`config.mk`:
```
export PLATFORM = sky130hd
export DESIGN_NAME = execute_stage
export DESIGN_NICKNAME = d
export VERILOG_FILES = /design/src/cpu_pkg.sv /design/src/execute_stage.sv
export VERILOG_INCLUDE_DIRS = /design/src
export SDC_FILE = /design/constraint.sdc
export NUM_CORES = 1
export LEC_CHECK = 0
export ABC_AREA = 1
export BUFFER_PORTS_ARGS = -buffer_cell sky130_fd_sc_hd__buf_2
export CAP_MARGIN = 15
export CELL_PAD_IN_SITES_DETAIL_PLACEMENT = 0
export CELL_PAD_IN_SITES_GLOBAL_PLACEMENT = 2
export CORE_UTILIZATION = 22
export CTS_BUF_LIST = sky130_fd_sc_hd__clkbuf_4
export DETAILED_ROUTE_END_ITERATION = 8
export GPL_TIMING_DRIVEN = 0
export MAX_ROUTING_LAYER = met4
export PLACE_DENSITY = 0.86
export SYNTH_ARGS = -nofsm -noshare
export SYNTH_HDL_FRONTEND = slang
export SYNTH_SLANG_ARGS = --single-unit
export TNS_END_PERCENT = 10
```
`constraint.sdc`:
```
create_clock -name clk -period 3.19 [get_ports clk]
set_input_delay 0 -clock clk [delete_from_list [all_inputs] [get_ports clk]]
set_output_delay 0 -clock clk [all_outputs]
set_load 0.005 [all_outputs]
```
`src/cpu_defines.svh`:
```
`ifndef CPU_DEFINES_SVH
`define CPU_DEFINES_SVH

// Datapath widths
`define DATA_W 8
`define INSTR_W 16
`define PC_W 10

// Register index and data memory address
`define REG_ADDR_W 3
`define DMEM_ADDR_W 8

// Opcode field at the top of the instruction word
`define OPCODE_W 5

// Storage depths
`define NUM_REGS 8
`define IMEM_DEPTH 1024
`define DMEM_DEPTH 256

`endif

```
`src/cpu_pkg.sv`:
```
`include "cpu_defines.svh"

// Instruction word layout
//   opcode         15:11
//   destination    10:8
//   op2            6:4
//   op1            2:0
//   LOAD address   7:0
//   STORE address  10:3
//   JMP target     9:0
// STORE writes register op1 to memory
package cpu_pkg;

	typedef logic [`DATA_W-1:0] data_t;
	typedef logic [`INSTR_W-1:0] instr_t;
	typedef logic [`PC_W-1:0] pc_t;
	typedef logic [`REG_ADDR_W-1:0] reg_addr_t;
	typedef logic [`DMEM_ADDR_W-1:0] dmem_addr_t;

	// Unlisted codes decode as NOP
	typedef enum logic [`OPCODE_W-1:0] {
		OP_NOP   = 5'd0,
		OP_ADD   = 5'd1,
		OP_SUB   = 5'd2,
		OP_AND   = 5'd3,
		OP_OR    = 5'd4,
		OP_NOT   = 5'd5,
		OP_SHL   = 5'd6,
		OP_JMP   = 5'd7,
		OP_LOAD  = 5'd8,
		OP_STORE = 5'd9
	} opcode_e;

	// Result select in execute
	typedef enum logic [2:0] {
		SEL_ADD,
		SEL_SUB,
		SEL_AND,
		SEL_OR,
		SEL_NOT,
		SEL_SHL,
		SEL_PASS
	} alu_sel_e;

endpackage

```
`src/execute_stage.sv`:
```
module execute_stage
	import cpu_pkg::*;
(
	input  logic       clk,
	input  logic       reset,
	input  logic       ex_valid,
	input  alu_sel_e   ex_sel,
	input  reg_addr_t  ex_op1_addr,
	input  reg_addr_t  ex_op2_addr,
	input  data_t      ex_op1_data,
	input  data_t      ex_op2_data,
	input  reg_addr_t  ex_dest,
	input  logic       ex_reg_write,
	input  logic       ex_load,
	input  logic       ex_store,
	input  logic       ex_jump,
	input  dmem_addr_t ex_mem_addr,
	input  pc_t        ex_target,
	output logic       redirect,
	output pc_t        redirect_target,
	output logic       wb_en,
	output reg_addr_t  wb_addr,
	output data_t      wb_data,
	output dmem_addr_t dmem_rd_addr,
	input  data_t      dmem_rd_data,
	output logic       mem_wr_en,
	output dmem_addr_t mem_wr_addr,
	output data_t      mem_wr_data
);

	data_t      op1;
	data_t      op2;
	data_t      result;
	data_t      wb_result;
	dmem_addr_t wb_mem_addr;
	logic       wb_load;

	//**************************************************************************
	// Operand forwarding and ALU
	//**************************************************************************

	// Producer one ahead sits in write-back
	assign op1 = (wb_en && wb_addr == ex_op1_addr) ? wb_data : ex_op1_data;
	assign op2 = (wb_en && wb_addr == ex_op2_addr) ? wb_data : ex_op2_data;

	always_comb
	begin
		case (ex_sel)
			SEL_ADD: result = op1 + op2;
			SEL_SUB: result = op1 - op2;
			SEL_AND: result = op1 & op2;
			SEL_OR:  result = op1 | op2;
			SEL_NOT: result = ~op1;
			SEL_SHL: result = op1 << 1;
			// STORE data goes through unchanged
			default: result = op1;
		endcase
	end

	// Jump resolves here, squashing the two younger words
	assign redirect = ex_valid && ex_jump;
	assign redirect_target = ex_target;

	//**************************************************************************
	// Execute to write-back registers
	//**************************************************************************
	always_ff @(posedge clk)
	begin
		if (reset)
		begin
			wb_en <= 1'b0;
			mem_wr_en <= 1'b0;
		end
		else
		begin
			wb_en <= ex_valid && ex_reg_write;
			mem_wr_en <= ex_valid && ex_store;
		end
	end

	always_ff @(posedge clk)
	begin
		wb_addr <= ex_dest;
		wb_result <= result;
		wb_mem_addr <= ex_mem_addr;
		wb_load <= ex_load;
	end

	// Write-back select
	assign wb_data = wb_load ? dmem_rd_data : wb_result;

	// One address register serves LOAD and STORE
	assign dmem_rd_addr = wb_mem_addr;
	assign mem_wr_addr = wb_mem_addr;
	assign mem_wr_data = wb_result;

endmodule

```
After elaboration in Yosys (flattened, before gate mapping)

Index checks and enable logic that the tools add are counted.

$add $sub $neg: 2
Equal/unequal tests: 7
Mux-type cells: 4
Bitwise gates (word level): 3
Reduce and logical (&&, ||, !) cells: 6

Operators by type and width:

| operator                                      | number |
|---|---|
| one-hot mux 8 bit (6 select lines)            | 1 |
| 2-to-1 mux 8 bit                              | 3 |
| adder 8 bit                                   | 1 |
| AND 8 bit                                     | 1 |
| inverter 8 bit                                | 1 |
| bitwise OR 8 bit                              | 1 |
| subtractor 8 bit                              | 1 |
| == test 3 x 2 -> 1 bit, second input constant | 2 |
| == test 3 bit                                 | 2 |
| == test 3 bit, second input constant          | 2 |
| logical AND 1 bit                             | 5 |
| == test 3 x 1 -> 1 bit, second input constant | 1 |
| logical NOT 3 bit                             | 1 |

Bits in registers: 22
Bits of input ports: 61
Output and inout bits: 48
Logic and storage cells: 28

Longest topological paths before layout

Gate-level depths: netlist (run 1).

Depth in word-level cells: 5
Depth in mapped cells: 23

Worst setup path after synthesis (run 1)

OpenSTA, ideal clock, no wires.

Path type: register to register
Start: register wb_addr[1]
End: register wb_result[6], in the netlist mem_wr_data[6]
Setup time: 0.128 ns
Arrival time: 2.847 ns
Data required time: 3.062 ns
Slack: 0.216 ns
Cell stages (with the launch flop): 23
Path buffers: 1
Period minus slack after synthesis: 2.974 ns
Cell sequence: dfxtp_1 > inv_2 > nand2_1 > nand2_2 > nor2_4 > nand2_4 > buf_6 > nand2_1 > o21ai_2 > ha_1 > o21ai_0 > fa_1 > nand2_1 > inv_1 > o21ai_0 > nand2_1 > nand2_1 > inv_1 > or2_2 > a21oi_1 > nand2_1 > nand2_1 > o211ai_1

Longest elaborated chain between the ends: 5
Elaborated cells between the ends (all ways): 12
Classes of those cells: add/sub (2); eq/ne (2); mux (3); bitwise (3); reduce/logical (2)

Ends and longest elaborated chain:

| what                                           | line                                     | text |
|---|---|---|
| start, declared                                | execute_stage.sv:22                      | `output reg_addr_t wb_addr,` |
| start signal, assigned                         | execute_stage.sv:83                      | `wb_addr <= ex_dest;` |
| == test 3 bit (on tied branches)               | execute_stage.sv:43, execute_stage.sv:44 |  |
| logical AND 1 bit (on tied branches)           | execute_stage.sv:43, execute_stage.sv:44 |  |
| 2-to-1 mux 8 bit (on tied branches)            | execute_stage.sv:43, execute_stage.sv:44 |  |
| subtractor 8 bit, or another cell as far along | execute_stage.sv:50                      | `SEL_SUB: result = op1 - op2;` |
| one-hot mux 8 bit (6 select lines) (*)         | execute_stage.sv:48                      | `case (ex_sel)` |
| named net result[6]                            | execute_stage.sv:33                      | `data_t result;` |
| end signal, assigned                           | execute_stage.sv:84                      | `wb_result <= result;` |
| end, declared                                  | execute_stage.sv:34                      | `data_t wb_result;` |

Mark *: on every way through the listed nets, which the timed path passes. The rest lies on a longest branch.
A chain may end at the register's enable or synchronous reset.

Worst setup path in the final report (run 1)

Start: register wb_load
End: register wb_result[6], in the netlist mem_wr_data[6]

Longest elaborated chain between the ends: 4
Elaborated cells between the ends (all ways): 9
Classes of those cells: add/sub (2); mux (4); bitwise (3)

Ends and longest elaborated chain:

| what                                           | line                                     | text |
|---|---|---|
| start, declared                                | execute_stage.sv:36                      | `logic wb_load;` |
| start signal, assigned                         | execute_stage.sv:86                      | `wb_load <= ex_load;` |
| 2-to-1 mux 8 bit (*)                           | execute_stage.sv:90                      | `assign wb_data = wb_load ? dmem_rd_data : wb_result;` |
| 2-to-1 mux 8 bit (on tied branches)            | execute_stage.sv:43, execute_stage.sv:44 |  |
| subtractor 8 bit, or another cell as far along | execute_stage.sv:50                      |  |
| one-hot mux 8 bit (6 select lines) (*)         | execute_stage.sv:48                      |  |
| named net result[6]                            | execute_stage.sv:33                      |  |

Marked as above.

==> impl_metrics.yaml, run 1 <==
placement:
  io_buffers: 98
  dp_cells: 503
  placed_cell_area_um2: 2570
  place_ws_ns: -0.188
  dp_hpwl_mm: 5.05
  finalWeightedCongestion: 0.837
clock_network:
  cts_max_path_buffers: 2
  ctsHtreeMaxLevel: 1
  cts_sinks: 22
  clkLatencyLatePin_ns: 0.33
  root_buffer: "clkbuf_4"
  cts_tree: "yes"
  cts-buffers-inserted: 3
  path_clk_slew_ns: 0.15
global_routing:
  grt_max_degree: 12
  grt_pass1_vias: 2074
  grt_pass1_wl_mm: 9.50
  antenna_found_initial: 0
  track_usage: 0.140
  gr-total-overflow: 0
route:
  drt_wl_total_mm: 6.40
  wl_per_cell_um: 12.0
  drc_errors: 0
  drtIter0Drc: 90
  drt_pass1_iterations: 4
  vias: 2284
  via_per_inst: 4.29
  drtAntennaViolNets: 0
worst_hold_path:
  worstHoldStart: "ex_sel[2]"
  hold_path.class: "primary input to flip-flop"
worst_setup_path:
  path_delay_family: "simple AND/OR/NAND/NOR gates"
  path_class: "flip-flop to flip-flop"
  worstSetupEndpointType: "flip-flop"
  worst-path-max-fanout: 10
  arrival_ns: 3.22
  cpPeakStageDelay_ns: 0.40
  worst-path-buf-inv: 3
  worst_setup_path_start_kind: "flip-flop"
  rr_startpoint: "wb_load"
  crit_slowest_cell: "dfxtp_4"
  required_ns: 3.40
  cp_common_cell: "nand2_1"
  cp_cell_sequence: "buf_4 -> o21ai_1 -> nand3_1 -> nand2_2 -> ha_4 -> nor2_4 -> xor2_1 -> ha_1 -> nand2_1 -> inv_1 -> o21ai_1 -> nand2_1 -> nand2_1 -> inv_1 -> or2_2 -> a21oi_2 -> nand2_1 -> nand2_1 -> o211ai_1"
  critPathLaunch: "wb_load"
synthesis:
  syn_area_um2: 1950
  ys_ff_latch: 22
  syn_nets: 372
  syn_area_per_cell_um2: 6.50
  ys_types: 35
  syn_inst: 300
  yosysSeqAreaShare: 0.226
  yosys_warnings: 0
floorplanning:
  row_count: 33
  design.die.area_um2: 9250
  core_um2: 8380
  num_io_pins: 109
  die_h_um: 96.2
  initial_utilization: 0.233
  dieWidth_um: 96.2
final_layout:
  stdcell_area_um2: 2910
  nets: 502
  syn2layout_area_growth_pct: 49.2
  final_core_util: 0.347
  num_antenna_cells: 0
  fin_cells: 533
  layout-drive-gt1-share: 0.407
  fillers: 930
power:
  clock_power_share: 0.168
  pwr-share-seq: 0.376
  p_leak_uw: 0.00162
  p_int_uw: 525
  switching_share: 0.375
  switchingPower_uw: 315
  power_frac_comb: 0.456
  peakVddDrop_mv: 0.0785
  power_density_nw_per_um2: 288
timing:
  report.final.slew_viol_count: 0
  final.period_utilization: 0.944
  tightest_slew_ns: 0.680
  finalHoldViolCount: 0
  skew_ns: 0.0150
  setup_viol: 0
  post-route-min-period_ns: 3.01
  setup_ws_ns: 0.180
  fmax_mhz: 332
  slew_headroom: 0.543
status:
  status: "finished clean"
job:
  drv_cap: 0
==> cells in the mapped netlist (all sizes together) <==
library cell,count,share of area
fa,1,0.010
o21ai,31,0.081
o2bb2ai,1,0.0045
xor2,6,0.027
a21oi,11,0.028
nor3,3,0.0077
a221oi,1,0.0045
mux2i,1,0.0051
nand2,76,0.17
buf,21,0.081
a211oi,1,0.0039
nand3,13,0.036
inv,56,0.11
nor2,28,0.075
o22ai,5,0.016
o2111ai,1,0.0045
o211ai,4,0.015
dfxtp,22,0.23
ha,10,0.064
o311ai,1,0.0045
or2,5,0.016
a31oi,2,0.0064
==> path summary, 6_finish.rpt <==
path | endpoint | cells after the start | slack, ns
setup reg to reg | mem_wr_data[6] | 19 | 0.18
hold reg to reg | mem_wr_data[7] | 6 | 0.86
hold / removal | mem_wr_data[0] | 3 | 0.05
setup / recovery | mem_wr_data[6] | 19 | 0.18
==> timing repair <==
item,in CTS,in global routing
setup buffers,2,8
resized for setup,5,20
endpoints found under the hold margin,15,0
hold buffers,17,0
setup endpoints to repair,2,3
pin swaps,2,12
gates cloned,0,0
==> metal layers <==
metal | part of all wire | wire [um] | GRT usage
met1 | 0.44 | 2820 | 0.163
met2 | 0.49 | 3120 | 0.255
met3 | 0.060 | 386 | 0.0142
met4 | 0.011 | 71 | 0.0336
met5 | 0 | 0 | -
==> cell type report <==
class | count | area [um2] | area share
multi-input combinational | 201 | 1200 | 0.411
buffer | 21 | 165 | 0.0567
timing repair buffer | 125 | 736 | 0.253
tap | 105 | 131 | 0.0451
inverter | 56 | 210 | 0.0722
clock buffer | 3 | 22.5 | 0.00774
sequential | 22 | 448 | 0.154
==> cell families (layout without fill, tap and decap cells) <==
family / Yosys count / after routing / synth area share
buf+inv: 77 / 205 / 0.189
fa+ha+maj: 11 / 11 / 0.0744
mux: 1 / 1 / 0.00513
xor+xnor: 6 / 6 / 0.0269
flops: 22 / 22 / 0.226
compound gates: 58 / 58 / 0.169
simple gates: 125 / 125 / 0.309
==> worst min-delay path, delay by kind of cell <==
family | cells | cell delay, ns
AO/OA/AOI/OAI | 1 | 0.13
buffers and inverters | 1 | 0.12
AND/OR/NAND/NOR | 1 | 0.08
==> placed cells by master, fill, tap and decap left out, types with 4 or more instances in the layout <==
| master | netlist | layout |
|---|---|---|
| buf_2 | 1 | 98 |
| nand2_1 | 60 | 57 |
| inv_1 | 53 | 52 |
| buf_4 | 19 | 30 |
| nor2_1 | 23 | 22 |
| dfxtp_1 | 22 | 18 |
| dlygate4sd3_1 | 0 | 17 |
| nand2_2 | 13 | 16 |
| o21ai_1 | 14 | 15 |
| o21ai_0 | 16 | 13 |
| nand3_1 | 12 | 12 |
| a21oi_1 | 11 | 10 |
| ha_1 | 10 | 9 |
| xor2_1 | 6 | 6 |
| o22ai_1 | 5 | 5 |
| inv_2 | 3 | 4 |
| nor2_4 | 3 | 4 |
| o211ai_1 | 4 | 4 |
==> stage by stage <==
| step | hold WS (ns) | power [uW] | setup TNS (ns) |
|---|---|---|---|
| 6_report | 0.0474 | 839 | 0 |
| 5_1_grt | 0.0537 | 912 | -0.0271 |
| 4_1_cts | 0.0427 | 830 | 0 |
| 3_5_place_dp | 0.104 | 663 | -0.188 |
| 3_3_place_gp | 0.103 | 661 | -0.160 |
| 2_1_floorplan | 0.0277 | 531 | 0 |
==> flip-flops by register name, indices dropped and copies added (netlist names) <==
name          count
wb_addr           3
mem_wr_data       8
wb_load           1
mem_wr_en         1
wb_en             1
dmem_rd_addr      8
==> power by group through the flow <==
| stage | Combinational, uW | Clock, uW | Sequential, uW |
|---|---|---|---|
| CTS | 364 | 150 | 316 |
| global route | 432 | 160 | 320 |
| detailed placement | 341 | 0 | 321 |
| floorplan | 208 | 0 | 323 |
| global placement | 341 | 0 | 320 |
| finish | 382 | 141 | 316 |
Note: power is estimated with default switching activity, not from simulation.
==> run 2: changes to the inputs <==
CTS_BUF_LIST = sky130_fd_sc_hd__clkbuf_4 sky130_fd_sc_hd__clkbuf_8 sky130_fd_sc_hd__clkbuf_16   (was sky130_fd_sc_hd__clkbuf_4)
==> impl_metrics.yaml, run 2 (synthesized netlist as in run 1, its figures left out) <==
status:
  status: "finished clean"
floorplanning:
  dieWidth_um: 96.2
  core_um2: 8380
  die_h_um: 96.2
  initial_utilization: 0.233
  design.die.area_um2: 9250
  num_io_pins: 109
  row_count: 33
timing:
  final.period_utilization: 0.925
  setup_viol: 0
  slew_headroom: 0.547
  report.final.slew_viol_count: 0
  fmax_mhz: 339
  finalHoldViolCount: 0
  skew_ns: 0.0109
  rsz0062_at_grt: "false"
  post-route-min-period_ns: 2.95
  tightest_slew_ns: 0.675
power:
  power_density_nw_per_um2: 303
  power_frac_comb: 0.433
  p_leak_uw: 0.00162
  clock_power_share: 0.210
  peakVddDrop_mv: 0.119
  switching_share: 0.360
  pwr-share-seq: 0.358
  p_int_uw: 564
  switchingPower_uw: 317
clock_network:
  clkLatencyLatePin_ns: 0.27
  cts_tree: "yes"
  root_buffer: "clkbuf_8"
  cts-buffers-inserted: 3
  cts_sinks: 22
  path_clk_slew_ns: 0.09
  cts_max_path_buffers: 2
  ctsHtreeMaxLevel: 1
global_routing:
  grt_pass1_vias: 2057
  track_usage: 0.139
  antenna_found_initial: 0
  grt_pass1_wl_mm: 9.43
  gr-total-overflow: 0
  grt_max_degree: 12
final_layout:
  syn2layout_area_growth_pct: 49.4
  num_antenna_cells: 0
  fillers: 934
  nets: 499
  layout-drive-gt1-share: 0.402
  stdcell_area_um2: 2910
  final-seq-area_um2: 448
  multiInputGateArea_um2: 1210
  final_core_util: 0.348
  final_common_cell: "buf_2"
  mostFrequentLayoutCells: "98 x buf_2, 58 x nand2_1, 52 x inv_1"
worst_hold_path:
  hold_path.class: "primary input to flip-flop"
worst_setup_path:
  worst_setup_path_start_kind: "flip-flop"
  arrival_ns: 3.10
  required_ns: 3.34
  crit_slowest_cell: "dfxtp_2"
  worstSetupEndpointType: "flip-flop"
  rr_startpoint: "wb_addr[2]"
  reg2reg_to: "mem_wr_data[6]"
  cp_num_cells: 23
  critPathLaunch: "wb_addr[2]"
  cp_common_cell: "nand2_1"
  cpPeakStageDelay_ns: 0.36
  worst-r2r-setup-slack_ns: 0.24
  cp_cell_sequence: "inv_1 -> nand2_2 -> nand2_4 -> nor2_8 -> nand2_4 -> buf_8 -> nand2_4 -> o21ai_4 -> ha_4 -> nor2_4 -> xor2_1 -> ha_1 -> nand2_1 -> inv_1 -> o21ai_1 -> nand2_1 -> nand2_1 -> inv_1 -> or2_4 -> a21oi_2 -> nand2_1 -> nand2_1 -> o211ai_1"
  worst-path-buf-inv: 4
  worst-path-max-fanout: 4
  path_class: "flip-flop to flip-flop"
  cp-endpoint: "mem_wr_data[6]"
  path_delay_family: "simple AND/OR/NAND/NOR gates"
  reg2regPathDepth: 23
placement:
  placed_cell_area_um2: 2570
  finalWeightedCongestion: 0.837
  dp_hpwl_mm: 5.05
  io_buffers: 98
route:
  drc_errors: 0
  drt_wl_total_mm: 6.39
  via_per_inst: 4.28
  wl_per_cell_um: 12.1
  drtIter0Drc: 72
  vias: 2271
  drt_pass1_iterations: 6
  drtAntennaViolNets: 0
job:
  drv_cap: 0
-- run 2: cell count changes in the layout (fill, tap and decap cells not counted), moves of 2 or more --
| cell | delta |
|---|---|
| buf_4 | -3 |
| clkbuf_8 | +3 |
| nand2_2 | -3 |
| clkbuf_4 | -2 |
| nand2_4 | +2 |
-- run 2: worst min-delay path by stage --
| stage | cells after the start | slack, ns | startpoint | end |
|---|---|---|---|---|
| after floorplan | 0 | 0.03 | ex_mem_addr[0] | dmem_rd_addr[0] |
| after global placement | 1 | 0.10 | ex_dest[1] | wb_addr[1] |
| after detailed placement | 1 | 0.10 | ex_mem_addr[2] | dmem_rd_addr[2] |
| after CTS | 3 | 0.06 | ex_sel[0] | mem_wr_data[2] |
| after global routing | 3 | 0.07 | ex_sel[0] | mem_wr_data[2] |
| final | 3 | 0.07 | ex_sel[0] | mem_wr_data[2] |
-- run 2: area by class of cell --
type,count,share of cell area
clock buffer,3,0.0142
buffer,21,0.0567
sequential,22,0.154
tap,105,0.0451
multi-input combinational,201,0.414
timing repair buffer,122,0.244
inverter,56,0.0721
-- run 2: per-stage QoR --
stage / setup WS, ns / hold WS (ns) / cells / TNS [ns] / total power [uW]
2_1_floorplan: 0.216 / 0.0277 / 300 / 0 / 531
3_3_place_gp: -0.160 / 0.103 / 503 / -0.160 / 661
3_5_place_dp: -0.188 / 0.104 / 503 / -0.188 / 663
4_1_cts: 0.000570 / 0.0616 / 523 / 0 / 873
5_1_grt: 0.000119 / 0.0678 / 530 / 0 / 954
6_report: 0.241 / 0.0691 / 530 / 0 / 881
-- run 2: power by group through the flow --
stage / Clock, uW / Sequential [uW] / Combinational, uW
after floorplan: 0 / 323 / 208
after global placement: 0 / 320 / 341
after detailed placement: 0 / 321 / 341
after CTS: 194 / 316 / 363
after global routing: 202 / 320 / 432
final: 185 / 315 / 381
-- run 2: what timing repair did --
action,4_1_cts,5_1_grt
resized for setup,5,21
setup endpoints to repair,1,3
hold endpoints to repair,14,0
buffers inserted,1,7
pin swaps,1,11
hold buffers,16,0
-- run 2: metal layers --
layer	global-route usage	wire length, um
met1	0.163	2730
met2	0.253	3120
met3	0.0118	457
met4	0.0373	80
met5	-	0
-- run 2: worst register-to-register path, cell delays in order, from the launching register on --
cell,delay [ns]
dfxtp_2,0.36
inv_1,0.05
nand2_2,0.08
nand2_4,0.07
nor2_8,0.15
nand2_4,0.08
buf_8,0.13
nand2_4,0.05
o21ai_4,0.08
ha_4,0.20
nor2_4,0.10
xor2_1,0.17
ha_1,0.29
nand2_1,0.08
inv_1,0.06
o21ai_1,0.14
nand2_1,0.08
nand2_1,0.05
inv_1,0.05
or2_4,0.22
a21oi_2,0.15
nand2_1,0.06
nand2_1,0.05
o211ai_1,0.07
==> run 3: changes to the inputs <==
CTS_BUF_LIST = sky130_fd_sc_hd__clkbuf_16   (was sky130_fd_sc_hd__clkbuf_4 sky130_fd_sc_hd__clkbuf_8 sky130_fd_sc_hd__clkbuf_16)
==> impl_metrics.yaml, run 3 (synthesized netlist as in run 1, its figures left out) <==
status:
  status: "finished clean"
floorplanning:
  dieWidth_um: 96.2
  die_h_um: 96.2
  initial_utilization: 0.233
  row_count: 33
  design.die.area_um2: 9250
  core_um2: 8380
  num_io_pins: 109
power:
  power_frac_comb: 0.390
  clock_power_share: 0.282
  switching_share: 0.334
  peakVddDrop_mv: 0.141
  power_density_nw_per_um2: 330
  switchingPower_uw: 322
  p_int_uw: 642
  p_leak_uw: 0.00162
  pwr-share-seq: 0.328
route:
  drtAntennaViolNets: 0
  drc_errors: 0
  drtIter0Drc: 79
  drt_wl_total_mm: 6.37
  wl_per_cell_um: 12.0
  via_per_inst: 4.28
  drt_pass1_iterations: 4
  vias: 2263
placement:
  placed_cell_area_um2: 2570
  finalWeightedCongestion: 0.837
  dp_hpwl_mm: 5.05
  io_buffers: 98
clock_network:
  cts_sinks: 22
  clkLatencyLatePin_ns: 0.26
  cts_max_path_buffers: 2
  root_buffer: "clkbuf_16"
  cts_tree: "yes"
  ctsHtreeMaxLevel: 1
  path_clk_slew_ns: 0.06
  cts-buffers-inserted: 3
worst_setup_path:
  reg2regPathDepth: 20
  path_class: "flip-flop to flip-flop"
  required_ns: 3.33
  worst_setup_path_start_kind: "flip-flop"
  arrival_ns: 3.10
  worstSetupEndpointType: "flip-flop"
  cpPeakStageDelay_ns: 0.40
  cp_num_cells: 20
  path_delay_family: "simple AND/OR/NAND/NOR gates"
  worst-path-max-fanout: 10
  cp_cell_sequence: "buf_4 -> nand2_1 -> o21ai_1 -> nand3_1 -> nand2_2 -> ha_4 -> nor2_2 -> xor2_1 -> ha_1 -> nand2_1 -> inv_1 -> o21ai_1 -> nand2_1 -> nand2_1 -> inv_1 -> or2_2 -> a21oi_2 -> nand2_1 -> nand2_1 -> o211ai_1"
  crit_slowest_cell: "dfxtp_2"
  cp_common_cell: "nand2_1"
  worst-path-buf-inv: 3
final_layout:
  num_antenna_cells: 0
  layout-drive-gt1-share: 0.403
  fillers: 930
  nets: 498
  stdcell_area_um2: 2920
  final_core_util: 0.348
  mostFrequentLayoutCells: "99 x buf_2, 57 x nand2_1, 52 x inv_1"
  syn2layout_area_growth_pct: 49.7
  final_common_cell: "buf_2"
timing:
  timing.setup.tns_ns: 0
  setup_viol: 0
  final.period_utilization: 0.930
  report.final.slew_viol_count: 0
  post-route-min-period_ns: 2.97
  tightest_slew_ns: 0.703
  timing.hold.ws_ns: 0.0812
  skew_ns: 0.00214
  finalHoldViolCount: 0
  fmax_mhz: 337
  slew_headroom: 0.528
global_routing:
  grt_pass1_wl_mm: 9.39
  antenna_found_initial: 0
  gr-total-overflow: 0
  grt_max_degree: 12
  grt_pass1_vias: 2049
  track_usage: 0.138
worst_hold_path:
  hold_path.class: "primary input to flip-flop"
  worstHoldPathCells: 3
job:
  drv_cap: 0
==> run 3: cell types whose count changed in the layout (fill, tap and decap cells not counted), sizes merged <==
cell	previous run	this run
clkbuf	4	3
==> run 3: path summary, 6_finish.rpt <==
kind / startpoint / to / slack (ns)
max: wb_load / mem_wr_data[6] / 0.22
min: ex_sel[0] / mem_wr_data[2] / 0.08
max reg2reg: wb_load / mem_wr_data[6] / 0.22
min reg2reg: mem_wr_data[7] / mem_wr_data[7] / 0.84
==> run 3: tightest hold or removal path, cell delays in order <==
cell and delay [ns]:
buf_2 0.13, o21ai_1 0.08, o211ai_1 0.09
==> run 3: area by class of cell <==
class                   count  area [um2]  area share
repair buffers            121         703       0.241
inverters                  56         210      0.0720
well taps                 105         131      0.0450
multi-input cells         201        1190       0.408
flip-flops and latches     22         445       0.153
clock buffers               3        75.1      0.0257
plain buffers              21         163      0.0557
==> run 3: power by group through the flow <==
stage / registers, uW / logic [uW] / clock network (uW)
finish: 316 / 377 / 272
global route: 320 / 426 / 292
CTS: 316 / 363 / 283
detailed placement: 321 / 341 / 0
global placement: 320 / 341 / 0
floorplan: 323 / 208 / 0
==> run 3: per-stage QoR <==
stage | power, uW | setup WS (ns) | instances
6_report | 965 | 0.222 | 529
5_1_grt | 1040 | -0.00432 | 529
4_1_cts | 962 | 0.00649 | 524
3_5_place_dp | 663 | -0.188 | 503
3_3_place_gp | 661 | -0.160 | 503
2_1_floorplan | 531 | 0.216 | 300
==> run 3: repair_timing <==
item / CTS / global route
gates resized for setup: 4 / 17
pin swaps: 2 / 10
endpoints found under the hold margin: 14 / 0
buffers inserted: 2 / 5
setup endpoints to repair: 1 / 3
hold buffers: 16 / 0
==> run 3: per-layer routing <==
| layer | GRT usage | up-vias | wire (um) | share of wire |
|---|---|---|---|---|
| met5 | - | - | 0 | 0 |
| met4 | 0.0299 | 0 | 66 | 0.010 |
| met3 | 0.0118 | 6 | 389 | 0.061 |
| met2 | 0.253 | 75 | 3110 | 0.49 |
| met1 | 0.162 | 994 | 2810 | 0.44 |
| li1 | - | 1188 | - | - |
